### config.mk
export PLATFORM = sky130hd
export DESIGN_NAME = umtrx_ctrl_top
export DESIGN_NICKNAME = d
export VERILOG_FILES = /design/src/umtrx_pkg.sv /design/src/umtrx_ctrl_top.sv /design/src/readback_mux.sv /design/src/vita_timer.sv /design/src/setting_bank.sv /design/src/settings_arbiter.sv /design/src/cmd_queue.sv /design/src/wb_settings_writer.sv /design/src/wb_window_decode.sv
export VERILOG_INCLUDE_DIRS = /design/src /design/src/src
export SDC_FILE = /design/constraint.sdc
export NUM_CORES = 1
export LEC_CHECK = 0
export BUFFER_PORTS_ARGS = -buffer_cell sky130_fd_sc_hd__clkbuf_2
export CORE_ASPECT_RATIO = 0.7
export CORE_UTILIZATION = 62
export CTS_BUF_LIST = sky130_fd_sc_hd__clkbuf_4
export DETAILED_ROUTE_END_ITERATION = 7
export GPL_TIMING_DRIVEN = 0
export PLACE_DENSITY = 0.82
export SYNTH_ARGS = -nofsm -noshare
export SYNTH_HDL_FRONTEND = slang
export SYNTH_SLANG_ARGS = --single-unit
### constraint.sdc
create_clock -name wb_clk -period 3.7 [get_ports wb_clk]
set_input_delay 0.185 -clock wb_clk [delete_from_list [all_inputs] [get_ports wb_clk]]
set_output_delay 0.185 -clock wb_clk [all_outputs]
set_load 0.03 [all_outputs]
### src/umtrx_consts.svh
`ifndef UMTRX_CONSTS_SVH
`define UMTRX_CONSTS_SVH

// Bus widths
`define WB_AW 16
`define WB_DW 32
`define SET_AW 8

// Settings bus register bases
`define SR_MISC 0
`define SR_TIME64 10
`define SR_DIVSW 180

// Wishbone windows, matched on the top address byte
`define WIN_SET_BASE 8'h70
`define WIN_SET_MASK 8'hF0
`define WIN_RB_BASE 8'h5C
`define WIN_RB_MASK 8'hFC

// Compatibility number, bump on incompatible changes
`define COMPAT_MAJOR 16'd9
`define COMPAT_MINOR 16'd0

`define CMDQ_AW 2

`define LED_SRC_RESET 8'h1E
`define DIVSW_RESET 1'b1

`endif
### src/umtrx_pkg.sv
`default_nettype none

`include "umtrx_consts.svh"

package umtrx_pkg;

   typedef logic [`SET_AW-1:0] set_addr_t;
   typedef logic [`WB_DW-1:0] set_data_t;
   typedef logic [`WB_AW-1:0] wb_adr_t;
   typedef logic [`WB_DW-1:0] wb_dat_t;
   typedef logic [63:0] vita_time_t;

   // Address window seen by the decoder
   typedef enum logic [1:0] {WIN_NONE, WIN_SET, WIN_RB} win_e;

   typedef enum logic {WR_IDLE, WR_PEND} wr_state_e;

   // Current owner of the settings bus
   typedef enum logic [1:0] {GNT_NONE, GNT_CMD, GNT_WB} grant_e;

endpackage

`default_nettype wire

### src/umtrx_ctrl_top.sv
`timescale 1ns/100ps
`default_nettype none

module umtrx_ctrl_top (
   input  wire                 wb_clk,
   input  wire                 por_rst,
   // Wishbone slave
   input  wire                 wb_cyc_i,
   input  wire                 wb_stb_i,
   input  wire                 wb_we_i,
   input  umtrx_pkg::wb_adr_t  wb_adr_i,
   input  umtrx_pkg::wb_dat_t  wb_dat_i,
   output umtrx_pkg::wb_dat_t  wb_dat_o,
   output logic                wb_ack_o,
   // Command stream
   input  wire                 cmd_valid_i,
   input  umtrx_pkg::set_addr_t cmd_addr_i,
   input  umtrx_pkg::set_data_t cmd_data_i,
   output logic                cmd_ready_o,
   // Board I/O
   input  wire                 pps_i,
   input  wire                 button_i,
   output logic [7:0]          leds_o,
   output logic [1:0]          lms_res_o,
   output logic                phy_resetn_o,
   output logic                divsw1_o,
   output logic                divsw2_o
);

   import umtrx_pkg::*;

   logic win_set_stb, win_set_ack;
   logic win_rb_stb, win_rb_ack;
   wb_dat_t rb_dat;

   logic wb_req, wb_gnt;
   set_addr_t wb_req_addr;
   set_data_t wb_req_data;

   logic cmd_req, cmd_gnt;
   set_addr_t cmd_req_addr;
   set_data_t cmd_req_data;

   logic set_bus_stb;
   set_addr_t set_bus_addr;
   set_data_t set_bus_data;

   vita_time_t vita_time, vita_time_pps;

   ////////////////////////////////////////
   // Wishbone side

   wb_window_decode i_wb_window_decode (
      .wb_clk(wb_clk), .por_rst(por_rst),
      .wb_cyc_i(wb_cyc_i), .wb_stb_i(wb_stb_i), .wb_adr_i(wb_adr_i),
      .set_stb_o(win_set_stb), .set_ack_i(win_set_ack),
      .rb_stb_o(win_rb_stb), .rb_ack_i(win_rb_ack), .rb_dat_i(rb_dat),
      .wb_ack_o(wb_ack_o), .wb_dat_o(wb_dat_o)
   );

   wb_settings_writer i_wb_settings_writer (
      .wb_clk(wb_clk), .por_rst(por_rst),
      .stb_i(win_set_stb), .we_i(wb_we_i), .adr_i(wb_adr_i), .dat_i(wb_dat_i),
      .ack_o(win_set_ack),
      .req_o(wb_req), .req_addr_o(wb_req_addr), .req_data_o(wb_req_data),
      .gnt_i(wb_gnt)
   );

   readback_mux i_readback_mux (
      .wb_clk(wb_clk), .por_rst(por_rst),
      .stb_i(win_rb_stb), .adr_i(wb_adr_i),
      .vita_time_i(vita_time), .vita_time_pps_i(vita_time_pps), .button_i(button_i),
      .dat_o(rb_dat), .ack_o(win_rb_ack)
   );

   ////////////////////////////////////////
   // Command stream and settings bus

   cmd_queue i_cmd_queue (
      .wb_clk(wb_clk), .por_rst(por_rst),
      .cmd_valid_i(cmd_valid_i), .cmd_addr_i(cmd_addr_i), .cmd_data_i(cmd_data_i),
      .cmd_ready_o(cmd_ready_o),
      .req_o(cmd_req), .req_addr_o(cmd_req_addr), .req_data_o(cmd_req_data),
      .gnt_i(cmd_gnt)
   );

   settings_arbiter i_settings_arbiter (
      .wb_clk(wb_clk), .por_rst(por_rst),
      .cmd_req_i(cmd_req), .cmd_addr_i(cmd_req_addr), .cmd_data_i(cmd_req_data),
      .cmd_gnt_o(cmd_gnt),
      .wb_req_i(wb_req), .wb_addr_i(wb_req_addr), .wb_data_i(wb_req_data),
      .wb_gnt_o(wb_gnt),
      .set_stb_o(set_bus_stb), .set_addr_o(set_bus_addr), .set_data_o(set_bus_data)
   );

   setting_bank i_setting_bank (
      .wb_clk(wb_clk), .por_rst(por_rst),
      .set_stb_i(set_bus_stb), .set_addr_i(set_bus_addr), .set_data_i(set_bus_data),
      .pps_i(pps_i), .button_i(button_i),
      .leds_o(leds_o), .lms_res_o(lms_res_o), .phy_resetn_o(phy_resetn_o),
      .divsw1_o(divsw1_o), .divsw2_o(divsw2_o)
   );

   vita_timer i_vita_timer (
      .wb_clk(wb_clk), .por_rst(por_rst),
      .set_stb_i(set_bus_stb), .set_addr_i(set_bus_addr), .set_data_i(set_bus_data),
      .pps_i(pps_i),
      .vita_time_o(vita_time), .vita_time_pps_o(vita_time_pps)
   );

endmodule

`default_nettype wire

### src/readback_mux.sv
`timescale 1ns/100ps
`default_nettype none

`include "umtrx_consts.svh"

module readback_mux (
   input  wire                    wb_clk,
   input  wire                    por_rst,
   input  wire                    stb_i,
   input  umtrx_pkg::wb_adr_t     adr_i,
   input  umtrx_pkg::vita_time_t  vita_time_i,
   input  umtrx_pkg::vita_time_t  vita_time_pps_i,
   input  wire                    button_i,
   output umtrx_pkg::wb_dat_t     dat_o,
   output logic                   ack_o
);

   import umtrx_pkg::*;

   wb_dat_t word;

   always_comb begin
      case (adr_i[5:2])
         4'd0: word = {`COMPAT_MAJOR, `COMPAT_MINOR};
         4'd1: word = {31'b0, button_i};
         4'd2: word = vita_time_i[63:32];
         4'd3: word = vita_time_i[31:0];
         4'd4: word = vita_time_pps_i[63:32];
         4'd5: word = vita_time_pps_i[31:0];
         default: word = '0;
      endcase
   end

   // Writes land here too and are simply acked
   always_ff @(posedge wb_clk) begin
      if (por_rst)
         ack_o <= 1'b0;
      else
         ack_o <= stb_i & ~ack_o;
   end

   always_ff @(posedge wb_clk) begin
      dat_o <= word;
   end

endmodule

`default_nettype wire

### src/vita_timer.sv
`timescale 1ns/100ps
`default_nettype none

`include "umtrx_consts.svh"

module vita_timer (
   input  wire                    wb_clk,
   input  wire                    por_rst,
   input  wire                    set_stb_i,
   input  umtrx_pkg::set_addr_t   set_addr_i,
   input  umtrx_pkg::set_data_t   set_data_i,
   input  wire                    pps_i,
   output umtrx_pkg::vita_time_t  vita_time_o,
   output umtrx_pkg::vita_time_t  vita_time_pps_o
);

   import umtrx_pkg::*;

   localparam set_addr_t ADDR_TIME_HI = set_addr_t'(`SR_TIME64 + 0);
   localparam set_addr_t ADDR_TIME_LO = set_addr_t'(`SR_TIME64 + 1);

   logic [31:0] time_hi_stage;
   logic load_time;
   // Two sync flops plus one for edge detect
   logic [2:0] pps_sr;
   logic pps_rise;

   assign load_time = set_stb_i & (set_addr_i == ADDR_TIME_LO);

   always_ff @(posedge wb_clk) begin
      if (set_stb_i && (set_addr_i == ADDR_TIME_HI))
         time_hi_stage <= set_data_i;
   end

   always_ff @(posedge wb_clk) begin
      if (por_rst)
         vita_time_o <= '0;
      else if (load_time)
         vita_time_o <= {time_hi_stage, set_data_i};
      else
         vita_time_o <= vita_time_o + 64'd1;
   end

   assign pps_rise = pps_sr[1] & ~pps_sr[2];

   always_ff @(posedge wb_clk) begin
      if (por_rst) begin
         pps_sr <= 3'b000;
         vita_time_pps_o <= '0;
      end else begin
         pps_sr <= {pps_sr[1:0], pps_i};
         if (pps_rise)
            vita_time_pps_o <= vita_time_o;
      end
   end

endmodule

`default_nettype wire

### src/setting_bank.sv
`timescale 1ns/100ps
`default_nettype none

`include "umtrx_consts.svh"

module setting_bank (
   input  wire                  wb_clk,
   input  wire                  por_rst,
   input  wire                  set_stb_i,
   input  umtrx_pkg::set_addr_t set_addr_i,
   input  umtrx_pkg::set_data_t set_data_i,
   input  wire                  pps_i,
   input  wire                  button_i,
   output logic [7:0]           leds_o,
   output logic [1:0]           lms_res_o,
   output logic                 phy_resetn_o,
   output logic                 divsw1_o,
   output logic                 divsw2_o
);

   import umtrx_pkg::*;

   localparam set_addr_t ADDR_LMS_RES = set_addr_t'(`SR_MISC + 0);
   localparam set_addr_t ADDR_LED_SW = set_addr_t'(`SR_MISC + 3);
   localparam set_addr_t ADDR_PHY = set_addr_t'(`SR_MISC + 4);
   localparam set_addr_t ADDR_LED_SRC = set_addr_t'(`SR_MISC + 6);
   localparam set_addr_t ADDR_DIVSW1 = set_addr_t'(`SR_DIVSW + 0);
   localparam set_addr_t ADDR_DIVSW2 = set_addr_t'(`SR_DIVSW + 1);

   logic [7:0] led_sw, led_src, led_hw;
   logic phy_reset;

   always_ff @(posedge wb_clk) begin
      if (por_rst) begin
         lms_res_o <= 2'b00;
         led_sw <= 8'h00;
         phy_reset <= 1'b0;
         led_src <= `LED_SRC_RESET;
         divsw1_o <= `DIVSW_RESET;
         divsw2_o <= `DIVSW_RESET;
      end else if (set_stb_i) begin
         case (set_addr_i)
            ADDR_LMS_RES: lms_res_o <= set_data_i[1:0];
            ADDR_LED_SW: led_sw <= set_data_i[7:0];
            ADDR_PHY: phy_reset <= set_data_i[0];
            ADDR_LED_SRC: led_src <= set_data_i[7:0];
            ADDR_DIVSW1: divsw1_o <= set_data_i[0];
            ADDR_DIVSW2: divsw2_o <= set_data_i[0];
            default: ;
         endcase
      end
   end

   assign phy_resetn_o = ~phy_reset;

   ////////////////////////////////////////
   // LEDs, src bit 1 = hardware, 0 = software

   assign led_hw = {6'b0, pps_i, button_i};
   assign leds_o = (led_src & led_hw) | (~led_src & led_sw);

endmodule

`default_nettype wire

### src/settings_arbiter.sv
`timescale 1ns/100ps
`default_nettype none

module settings_arbiter (
   input  wire                  wb_clk,
   input  wire                  por_rst,
   input  wire                  cmd_req_i,
   input  umtrx_pkg::set_addr_t cmd_addr_i,
   input  umtrx_pkg::set_data_t cmd_data_i,
   output logic                 cmd_gnt_o,
   input  wire                  wb_req_i,
   input  umtrx_pkg::set_addr_t wb_addr_i,
   input  umtrx_pkg::set_data_t wb_data_i,
   output logic                 wb_gnt_o,
   output logic                 set_stb_o,
   output umtrx_pkg::set_addr_t set_addr_o,
   output umtrx_pkg::set_data_t set_data_o
);

   import umtrx_pkg::*;

   grant_e gnt_q;
   grant_e pick;

   // Command stream first; dead cycle after every grant
   always_comb begin
      if (gnt_q != GNT_NONE)
         pick = GNT_NONE;
      else if (cmd_req_i)
         pick = GNT_CMD;
      else if (wb_req_i)
         pick = GNT_WB;
      else
         pick = GNT_NONE;
   end

   always_ff @(posedge wb_clk) begin
      if (por_rst) begin
         gnt_q <= GNT_NONE;
         set_stb_o <= 1'b0;
      end else begin
         gnt_q <= pick;
         set_stb_o <= (gnt_q != GNT_NONE);
      end
   end

   // Payload taken with the grant, strobed one cycle later
   always_ff @(posedge wb_clk) begin
      if (pick != GNT_NONE) begin
         set_addr_o <= (pick == GNT_CMD) ? cmd_addr_i : wb_addr_i;
         set_data_o <= (pick == GNT_CMD) ? cmd_data_i : wb_data_i;
      end
   end

   assign cmd_gnt_o = (gnt_q == GNT_CMD);
   assign wb_gnt_o = (gnt_q == GNT_WB);

endmodule

`default_nettype wire

### src/cmd_queue.sv
`timescale 1ns/100ps
`default_nettype none

`include "umtrx_consts.svh"

module cmd_queue (
   input  wire                  wb_clk,
   input  wire                  por_rst,
   input  wire                  cmd_valid_i,
   input  umtrx_pkg::set_addr_t cmd_addr_i,
   input  umtrx_pkg::set_data_t cmd_data_i,
   output logic                 cmd_ready_o,
   output logic                 req_o,
   output umtrx_pkg::set_addr_t req_addr_o,
   output umtrx_pkg::set_data_t req_data_o,
   input  wire                  gnt_i
);

   import umtrx_pkg::*;

   localparam int DEPTH = 1 << `CMDQ_AW;

   set_addr_t addr_mem [DEPTH];
   set_data_t data_mem [DEPTH];
   logic [`CMDQ_AW-1:0] wr_ptr, rd_ptr;
   logic [`CMDQ_AW:0] count;
   logic push, pop;

   // Top count bit is set only when all entries are in use
   assign cmd_ready_o = ~count[`CMDQ_AW];
   assign req_o = (count != '0);
   assign push = cmd_valid_i & cmd_ready_o;
   assign pop = gnt_i & req_o;

   always_ff @(posedge wb_clk) begin
      if (push) begin
         addr_mem[wr_ptr] <= cmd_addr_i;
         data_mem[wr_ptr] <= cmd_data_i;
      end
   end

   ////////////////////////////////////////
   // Pointers and fill level

   always_ff @(posedge wb_clk) begin
      if (por_rst) begin
         wr_ptr <= '0;
         rd_ptr <= '0;
         count <= '0;
      end else begin
         if (push)
            wr_ptr <= wr_ptr + 1'b1;
         if (pop)
            rd_ptr <= rd_ptr + 1'b1;
         case ({push, pop})
            2'b10: count <= count + 1'b1;
            2'b01: count <= count - 1'b1;
            default: count <= count;
         endcase
      end
   end

   // Head entry stays put until granted
   assign req_addr_o = addr_mem[rd_ptr];
   assign req_data_o = data_mem[rd_ptr];

endmodule

`default_nettype wire

### src/wb_settings_writer.sv
`timescale 1ns/100ps
`default_nettype none

module wb_settings_writer (
   input  wire                  wb_clk,
   input  wire                  por_rst,
   input  wire                  stb_i,
   input  wire                  we_i,
   input  umtrx_pkg::wb_adr_t   adr_i,
   input  umtrx_pkg::wb_dat_t   dat_i,
   output logic                 ack_o,
   output logic                 req_o,
   output umtrx_pkg::set_addr_t req_addr_o,
   output umtrx_pkg::set_data_t req_data_o,
   input  wire                  gnt_i
);

   import umtrx_pkg::*;

   wr_state_e state;
   logic wr_start;
   logic rd_ack;

   assign wr_start = (state == WR_IDLE) & stb_i & we_i;

   always_ff @(posedge wb_clk) begin
      if (por_rst) begin
         state <= WR_IDLE;
         rd_ack <= 1'b0;
      end else begin
         // Window is write-only, reads just terminate
         rd_ack <= stb_i & ~we_i & ~rd_ack;
         if (wr_start)
            state <= WR_PEND;
         else if ((state == WR_PEND) && gnt_i)
            state <= WR_IDLE;
      end
   end

   // Word address into the settings space
   always_ff @(posedge wb_clk) begin
      if (wr_start) begin
         req_addr_o <= adr_i[9:2];
         req_data_o <= dat_i;
      end
   end

   assign req_o = (state == WR_PEND);
   // Master is held until the bus is ours
   assign ack_o = (req_o & gnt_i) | rd_ack;

endmodule

`default_nettype wire

### src/wb_window_decode.sv
`timescale 1ns/100ps
`default_nettype none

`include "umtrx_consts.svh"

module wb_window_decode (
   input  wire                 wb_clk,
   input  wire                 por_rst,
   input  wire                 wb_cyc_i,
   input  wire                 wb_stb_i,
   input  umtrx_pkg::wb_adr_t  wb_adr_i,
   output logic                set_stb_o,
   input  wire                 set_ack_i,
   output logic                rb_stb_o,
   input  wire                 rb_ack_i,
   input  umtrx_pkg::wb_dat_t  rb_dat_i,
   output logic                wb_ack_o,
   output umtrx_pkg::wb_dat_t  wb_dat_o
);

   import umtrx_pkg::*;

   win_e win;
   logic [7:0] top_byte;
   logic bus_stb;
   logic nm_ack;

   assign top_byte = wb_adr_i[`WB_AW-1:`WB_AW-8];
   assign bus_stb = wb_cyc_i & wb_stb_i;

   always_comb begin
      if ((top_byte & `WIN_SET_MASK) == `WIN_SET_BASE)
         win = WIN_SET;
      else if ((top_byte & `WIN_RB_MASK) == `WIN_RB_BASE)
         win = WIN_RB;
      else
         win = WIN_NONE;
   end

   assign set_stb_o = bus_stb & (win == WIN_SET);
   assign rb_stb_o = bus_stb & (win == WIN_RB);

   // Unmapped addresses still terminate, one cycle later
   always_ff @(posedge wb_clk) begin
      if (por_rst)
         nm_ack <= 1'b0;
      else
         nm_ack <= bus_stb & (win == WIN_NONE) & ~nm_ack;
   end

   assign wb_ack_o = set_ack_i | rb_ack_i | nm_ack;
   // Only the readback window returns data
   assign wb_dat_o = (win == WIN_RB) ? rb_dat_i : '0;

endmodule

`default_nettype wire

==> summary.md, run 1 <==
| Metric | Value |
|---|---|
| DR vias | `14600` |
| Post-CTS resize count | `0` |
| Area grow syn2layout | `19.6%` |
| DR vias/cell | `6.25` |
| Drt drc | `0` |
| Worst EP arrival | `3640 ps` |
| Rows | `52` |
| Crit path max-delay family | `simple AND/OR/NAND/NOR gates` |
| Post-CTS setup buffers | `0` |
| Antenna-violating nets left | `0` |
| Total gr overflow | `0` |
| Critical Path RT | `4410 ps` |
| Mapped Nets | `1600` |
| RR Startpoint | `i_vita_timer.vita_time_o[39]$_SDFF_PP0_` |
| Number of detailed-route iterations in the first pass | `6` |
| Clock sinks | `472` |
| Crit start category | `flip-flop` |
| Post-synth EDFFs | `272` |
| Routability cong. | `0.962` |
| Worst-path fanout max | `7` |
| Count of non-filler cells in the finished layout | `2334` |
| Measured slew at the worst slew-check pin | `1020 ps` |
| Die W | `210 um` |
| Initial Util | `64.1%` |
| Fillers | `1776` |
| Commonest cells post-synth | `272 x edfxtp_1, 222 x nand2_1, 200 x dfxtp_1` |
| Main combinational cell family by area after synthesis | `simple AND/OR/NAND/NOR gates` |
| Num CTS Buffers | `105` |
| CTS tree | `yes` |
| Minimum clock period | `2920 ps` |
| CP Class | `reg2reg` |
| Post-Synth XOR/XNOR Area | `2.24%` |
| Worst path max stage delay | `930 ps` |
| Die Ht | `148 um` |
| Initial DRC Count | `1984` |
| Ys async rst share | `0%` |
| Worst path buffer plus inverter count | `2` |
| Fmax | `342 MHz` |
| Area leader, netlist | `edfxtp_1` |
| Post-synth top flop | `edfxtp_1` |
| DP HPWL | `35000 um` |
| CP max-delay cell | `nor4_1` |
| Leakage power | `8.11 nW` |
| Final Max Slew Viols | `0` |
| Synth Cell Area | `18800 um^2` |
| RSZ-0062 raised after global routing | `no` |
| Adder and majority cell fraction of the synthesized area | `0.506%` |
| Area contributors post-synth | `edfxtp_1 43%, dfxtp_1 21%, mux4_2 4.8%` |
| First-pass GRT wire length | `84100 um` |
| Vias in the first global route | `14400` |
| Synth Instances | `1497` |
| Core area | `29300 um^2` |
| Slew headroom | `31.6%` |
| Status | `finished clean` |
| Compound-cell area share of the yosys netlist | `6.47%` |
| Die Area | `31000 um^2` |
| Critical Path Source | `i_vita_timer.vita_time_o[39]$_SDFF_PP0_` |
| CTS H-Tree Depth | `3` |
| Worst vdd ir | `492 uV` |
| Most frequent CP cell | `clkbuf_1` |
| Tcrit/Tclk final | `79.0%` |
| Num ports | `143` |
| Proportion of layout cells with a drive suffix above 1 | `22.0%` |
| Cell area after layout | `22500 um^2` |
| I/O Buffers | `139` |
| # nets final | `1944` |
| Hold wc startpoint | `wb_dat_i[26]` |
| Clk_skew | `40.6 ps` |
| Sequential share of the synthesized area | `64.7%` |
| Mux contribution to synthesized area | `8.80%` |
| DR WL/cell | `23.8 um` |
| Pin count of the biggest net entering global routing | `39` |
| WL final | `55700 um` |
| Final setup viols | `0` |
| Max cap viols | `0` |
| Final hold vios | `0` |
| Final core utilization | `76.6%` |
| Synth cell types | `54` |
| PD cells | `556 nW/um^2` |
| Placed Area | `20100 um^2` |
| Clock Tree Root | `clkbuf_4` |
| Crit path cell chain | `clkbuf_1 > and4_1 > clkbuf_1 > nand4_1 > nor4_1 > mux2i_1 > nand3_1` |
| Most frequent cell after synthesis | `edfxtp_1` |
| Clk buf depth | `3` |
| GRT Overall Usage | `36.6%` |
| Syn Area/Cell | `12.6 um^2` |
| Top cell type's share of synthesized area | `43.4%` |
| Placed cell count | `2047` |
| Worst-skew pair later-pin latency | `860 ps` |
| CP endpoint kind | `flip-flop` |
| Worst hold path type | `in2reg` |
| Simple-Gate Fraction of Synth Area | `14.6%` |
| Flops & latches, synth | `472` |
| Antenna violations before repair | `3` |
| Synth warn | `0` |
| Clock-pin slew on the worst setup and hold paths | `80 ps` |
==> what timing repair did <==
item                                    in CTS  in global routing
endpoints found under the hold margin      223                  0
hold buffers                                92                  0
endpoints found under the setup margin       0                  0
==> power breakdown <==
group          leakage [nW]  switching [mW]  total [mW]  internal (mW)
logic                  3.16           0.938        1.63          0.696
clock network         0.839            2.12        4.30           2.17
registers              4.11           0.376        6.57           6.19
total                  8.11            3.44        12.5           9.06
==> layer usage <==
| layer | GRT usage [%] | vias up | share of wire (%) |
|---|---|---|---|
| met5 | 0 | - | 0 |
| li1 | - | 6309 | - |
| met4 | 13.6 | 0 | 2.9 |
| met1 | 51.4 | 7008 | 38 |
| met2 | 54.7 | 1121 | 45 |
| met3 | 10.2 | 146 | 14 |
==> worst register-to-register path, cell delays in order, from the launching register on <==
cell,delay (ps)
dfxtp_1,310
clkbuf_1,350
and4_1,260
clkbuf_1,300
nand4_1,290
nor4_1,930
mux2i_1,270
nand3_1,90
==> stage by stage <==
stage                     hold WS, ps  worst slack [ps]  TNS, ps  total power, mW
after floorplan                   263              1060        0             7.46
after global placement            362              -380   -15000             8.00
after detailed placement          364               899        0             8.12
after CTS                        6.48               880        0             12.3
after global routing            -2.91               667        0             12.9
final                            55.3               776        0             12.5
==> cell type report <==
type                    count  area (um^2)  share of cell area, %
diodes                      3         7.51                 0.0334
plain buffers             110          435                   1.94
clock buffers             165         1240                   5.51
clock inverters            27          179                  0.796
inverters                  17         63.8                  0.284
multi-input cells         898         6150                   27.3
flip-flops and latches    472        12200                   54.1
well taps                 405          507                   2.25
repair buffers            237         1740                   7.72
==> layout by cell type (no fill, tap or decap), types with 30 or more instances in the layout <==
cell and instances:
edfxtp_1 272, nand2_1 222, dfxtp_1 200, clkbuf_4 165, clkbuf_2 141, dlygate4sd3_1 92, clkbuf_1 88, nor2_1 85
a21oi_1 74, mux2_2 43, nand3_1 43, a211oi_1 42, mux4_2 40, and2_1 38, nand4_1 32, nor4_1 30
xnor2_1 30
==> cells by family after synthesis <==
| family | count (synthesis) |
|---|---|
| simple gates | 554 |
| flops | 472 |
| compound gates | 179 |
| buf+inv | 127 |
| mux | 110 |
| xor+xnor | 48 |
| fa+ha+maj | 7 |
==> state kept, by name (all words and copies together) (netlist names), 32 cells and up, named ones only <==
name                             cells
i_vita_timer.time_hi_stage          32
i_wb_settings_writer.req_data_o     32
i_readback_mux.dat_o                32
i_cmd_queue.data_mem               128
i_vita_timer.vita_time_pps_o        64
i_settings_arbiter.set_data_o       32
i_vita_timer.vita_time_o            64
i_cmd_queue.addr_mem                32
==> path summary, 6_finish.rpt <==
| kind | end | slack [ps] | depth (start not counted) |
|---|---|---|---|
| worst max-delay path | i_vita_timer.vita_time_o[60]$_SDFF_PP0_ | 780 | 7 |
| worst min-delay path | i_wb_settings_writer.req_data_o[26]$_DFFE_PP_ | 60 | 2 |
| worst max register to register | i_vita_timer.vita_time_o[60]$_SDFF_PP0_ | 780 | 7 |
| worst min register to register | i_vita_timer.pps_sr[1]$_SDFF_PP0_ | 440 | 1 |
No activity file was read; power rests on OpenSTA's default activity.
==> inputs of run 2 (changes only) <==
--- a/config.mk
+++ b/config.mk
@@ -8,11 +8,11 @@
 export LEC_CHECK = 0
 export BUFFER_PORTS_ARGS = -buffer_cell sky130_fd_sc_hd__clkbuf_2
 export CORE_ASPECT_RATIO = 0.7
-export CORE_UTILIZATION = 62
+export CORE_UTILIZATION = 56
 export CTS_BUF_LIST = sky130_fd_sc_hd__clkbuf_4
 export DETAILED_ROUTE_END_ITERATION = 7
 export GPL_TIMING_DRIVEN = 0
-export PLACE_DENSITY = 0.82
+export PLACE_DENSITY = 0.78
 export SYNTH_ARGS = -nofsm -noshare
 export SYNTH_HDL_FRONTEND = slang
 export SYNTH_SLANG_ARGS = --single-unit
==> constraint.sdc (replaced) <==
create_clock -name wb_clk -period 2.4 [get_ports wb_clk]
set_input_delay 0.12 -clock wb_clk [delete_from_list [all_inputs] [get_ports wb_clk]]
set_output_delay 0.12 -clock wb_clk [all_outputs]
set_load 0.03 [all_outputs]
==> run 2 against run 1 <==
Net effect:
- the run now ends with DRC, setup timing left
- first-iteration DRC count decreased by 8.6%
- die area is 11% higher
- sequential share of layout area is 1.7 points lower
- critical endpoint is now i_vita_timer.vita_time_o[38]$_SDFF_PP0_
- cell count grew 4.0%
- largest cell class unchanged
- clock-buffer cell count fell by 10
- clock skew up 51 ps
- sequential cell count stayed put
- worst setup slack lost 790 ps
==> summary.md, run 2 (synthesized netlist as in run 1, its figures left out) <==
| Metric | Value |
|---|---|
| CP max-delay cell | `edfxtp_1` |
| Path depth of the worst reg2reg path | `6 (-1)` |
| Antenna-violating nets left | `0 (unchanged)` |
| RR Endpoint | `i_vita_timer.vita_time_o[38]$_SDFF_PP0_` |
| Worst-path fanout max | `10 (+3)` |
| Worst-skew pair later-pin latency | `880 ps (+20 ps)` |
| Initial Util | `57.5% (-6.6 points)` |
| Clock sinks | `472 (unchanged)` |
| Worst path max stage delay | `450 ps (-480 ps)` |
| Core area | `32700 um^2 (+11%)` |
| Antenna violations before repair | `1 (-2)` |
| Final Max Slew Viols | `0 (unchanged)` |
| Worst hold path type | `in2reg` |
| Vias in the first global route | `14500 (+0.80%)` |
| Worst path buffer plus inverter count | `2 (unchanged)` |
| I/O Buffers | `139 (unchanged)` |
| Die Area | `34300 um^2 (+11%)` |
| Clk buf depth | `3 (unchanged)` |
| Fillers | `2208 (+24%)` |
| CP Class | `reg2reg` |
| Num CTS Buffers | `105 (unchanged)` |
| RR Startpoint | `i_settings_arbiter.set_addr_o[5]$_DFFE_PP_` |
| Crit start category | `flip-flop` |
| Num ports | `143 (unchanged)` |
| Tcrit/Tclk final | `100% (+21 points)` |
| Final hold vios | `0 (unchanged)` |
| Worst vdd ir | `608 uV (+24%)` |
| CP endpoint kind | `flip-flop` |
| Crit path max-delay family | `simple AND/OR/NAND/NOR gates` |
| Commonest non-fill, non-tap cell in the layout | `edfxtp_1` |
| Hold wc startpoint | `cmd_data_i[21]` |
| Max reg flops | `128 (unchanged)` |
| Initial DRC Count | `1813 (-8.6%)` |
| Fmax | `415 MHz (+21%)` |
| PD cells | `820 nW/um^2 (+47%)` |
| DR vias | `14800 (+1.3%)` |
| DR WL/cell | `23.3 um (-2.4%)` |
| Routability cong. | `0.944 (-1.9%)` |
| R2r setup slk | `-10 ps (-790 ps)` |
| Final WS setup | `-10.3 ps (-786 ps)` |
| Biggest regs | `i_cmd_queue.data_mem: 128 flops, i_vita_timer.vita_time_o: 64 flops, i_vita_timer.vita_time_pps_o: 64 flops` |
| Status | `complete, but fails checks` |
| GRT Overall Usage | `33.1% (-3.5 points)` |
| Die W | `221 um (+5.2%)` |
| Worst EP arrival | `3100 ps (-540 ps)` |
| Seq. cell area | `12200 um^2 (+0.46%)` |
| Crit path cell chain | `nor4b_2 > nand4_1 > clkbuf_1 > clkbuf_2 > nor2_1 > a211oi_1` |
| CTS tree | `yes` |
| Clk_skew | `91.5 ps (+50.9 ps)` |
| RSZ-0062 raised after global routing | `yes` |
| Area grow syn2layout | `23.9%` |
| Leakage power | `8.47 nW (+4.4%)` |
| # nets final | `2011 (+3.4%)` |
| Area of the multi-input gates | `6250 um^2 (+1.7%)` |
| Cell area after layout | `23300 um^2 (+3.6%)` |
| Most frequent cells in the layout | `272 x edfxtp_1, 222 x nand2_1, 175 x dfxtp_1` |
| Placed Area | `20200 um^2 (+0.14%)` |
| Worst hold stages | `2 (unchanged)` |
| Total gr overflow | `0 (unchanged)` |
| Measured slew at the worst slew-check pin | `1180 ps (+160 ps)` |
| Die Ht | `155 um (+5.2%)` |
| Drt drc | `1 (+1)` |
| Number of detailed-route iterations in the first pass | `8 (+2)` |
| Rows | `55 (+5.8%)` |
| Final core utilization | `71.3% (-5.3 points)` |
| CTS H-Tree Depth | `3 (unchanged)` |
| DR vias/cell | `6.08 (-2.7%)` |
| DP HPWL | `35300 um (+1.0%)` |
| Most flops, register | `i_cmd_queue.data_mem` |
| Minimum clock period | `2410 ps (-514 ps)` |
| First-pass GRT wire length | `85400 um (+1.6%)` |
| Failing checks | `DRC, setup timing` |
| Proportion of layout cells with a drive suffix above 1 | `24.6% (+2.6 points)` |
| Clock-pin slew on the worst setup and hold paths | `80 ps (about the same)` |
| Final setup viols | `1 (+1)` |
| Pin count of the biggest net entering global routing | `39 (unchanged)` |
| Clock Tree Root | `clkbuf_4` |
| Critical Path RT | `3090 ps (-1320 ps)` |
| Slew headroom | `20.4% (-11 points)` |
| WHS Endpoint | `i_cmd_queue.data_mem[2][21]$_DFFE_PP_` |
| Max cap viols | `0 (unchanged)` |
| WL final | `56500 um (+1.5%)` |
## run 2: cell types whose count changed in the layout (fill, tap and decap cells not counted), moves of 7 or more
cell,previous run,this run
dlygate4sd3_1,92,146
dfxtp_4,0,10
buf_4,1,22
clkinv_2,1,8
dfxtp_1,200,175
dfxtp_2,0,15
clkbuf_4,165,157
clkbuf_1,88,75
## run 2: worst max path at each step
stage	startpoint	end	slack (ps)	cells past startpoint
floorplan	i_vita_timer.vita_time_o[0]$_SDFF_PP0_	i_vita_timer.vita_time_o[46]$_SDFF_PP0_	180	7
global route	i_settings_arbiter.set_addr_o[5]$_DFFE_PP_	i_vita_timer.vita_time_o[38]$_SDFF_PP0_	-40	6
finish	i_settings_arbiter.set_addr_o[5]$_DFFE_PP_	i_vita_timer.vita_time_o[38]$_SDFF_PP0_	-10	6
CTS	i_vita_timer.vita_time_o[39]$_SDFF_PP0_	i_vita_timer.vita_time_o[56]$_SDFF_PP0_	-40	7
detailed placement	i_vita_timer.vita_time_o[39]$_SDFF_PP0_	i_vita_timer.vita_time_o[62]$_SDFF_PP0_	-350	7
global placement	i_cmd_queue.count[2]$_SDFFE_PP0P_	i_cmd_queue.data_mem[2][14]$_DFFE_PP_	-450	3
## run 2: report_power, final
| part | switching (mW) | total, mW | internal, mW | leakage (nW) |
|---|---|---|---|---|
| clock | 3.36 | 6.35 | 2.99 | 0.797 |
| sequential | 0.571 | 10.1 | 9.53 | 4.12 |
| combinational | 1.48 | 2.65 | 1.16 | 3.54 |
## run 2: per-stage QoR
step	hold slack, ps	worst slack [ps]	instances	total power [mW]	TNS (ps)
2_1_floorplan	199	184	1497	11.5	0
3_3_place_gp	296	-455	2063	12.4	-101300
3_5_place_dp	299	-349	2069	12.6	-8760
4_1_cts	0.769	-36.3	2405	18.9	-43.5
5_1_grt	0.0463	-35.4	2427	19.7	-61.1
6_report	37.6	-10.3	2428	19.1	-10.3
## run 2: what timing repair did
action	in CTS	in global routing
resized for setup	45	52
endpoints found under the setup margin	67	108
pin swaps	2	4
hold buffers	142	5
setup buffers	4	14
hold endpoints to repair	235	12
## run 2: layer usage
metal  share of wire, %  GRT usage (%)  vias to the layer above
met1                 40           45.7                     7187
met4                2.8           10.8                        0
met3                 11           8.22                      151
met2                 46           51.7                      978
met5                  0              0                        -
li1                   -              -                     6451
## run 2: layout make-up
class                           count  share of cell area, %
Antenna cell                        6                 0.0644
Buffer                            105                   1.97
Clock buffer                      155                   4.99
Clock inverter                     39                  0.762
Inverter                           17                  0.274
Multi-Input combinational cell    898                   26.8
Sequential cell                   472                   52.5
Tap cell                          427                   2.29
Timing Repair Buffer              309                   10.4
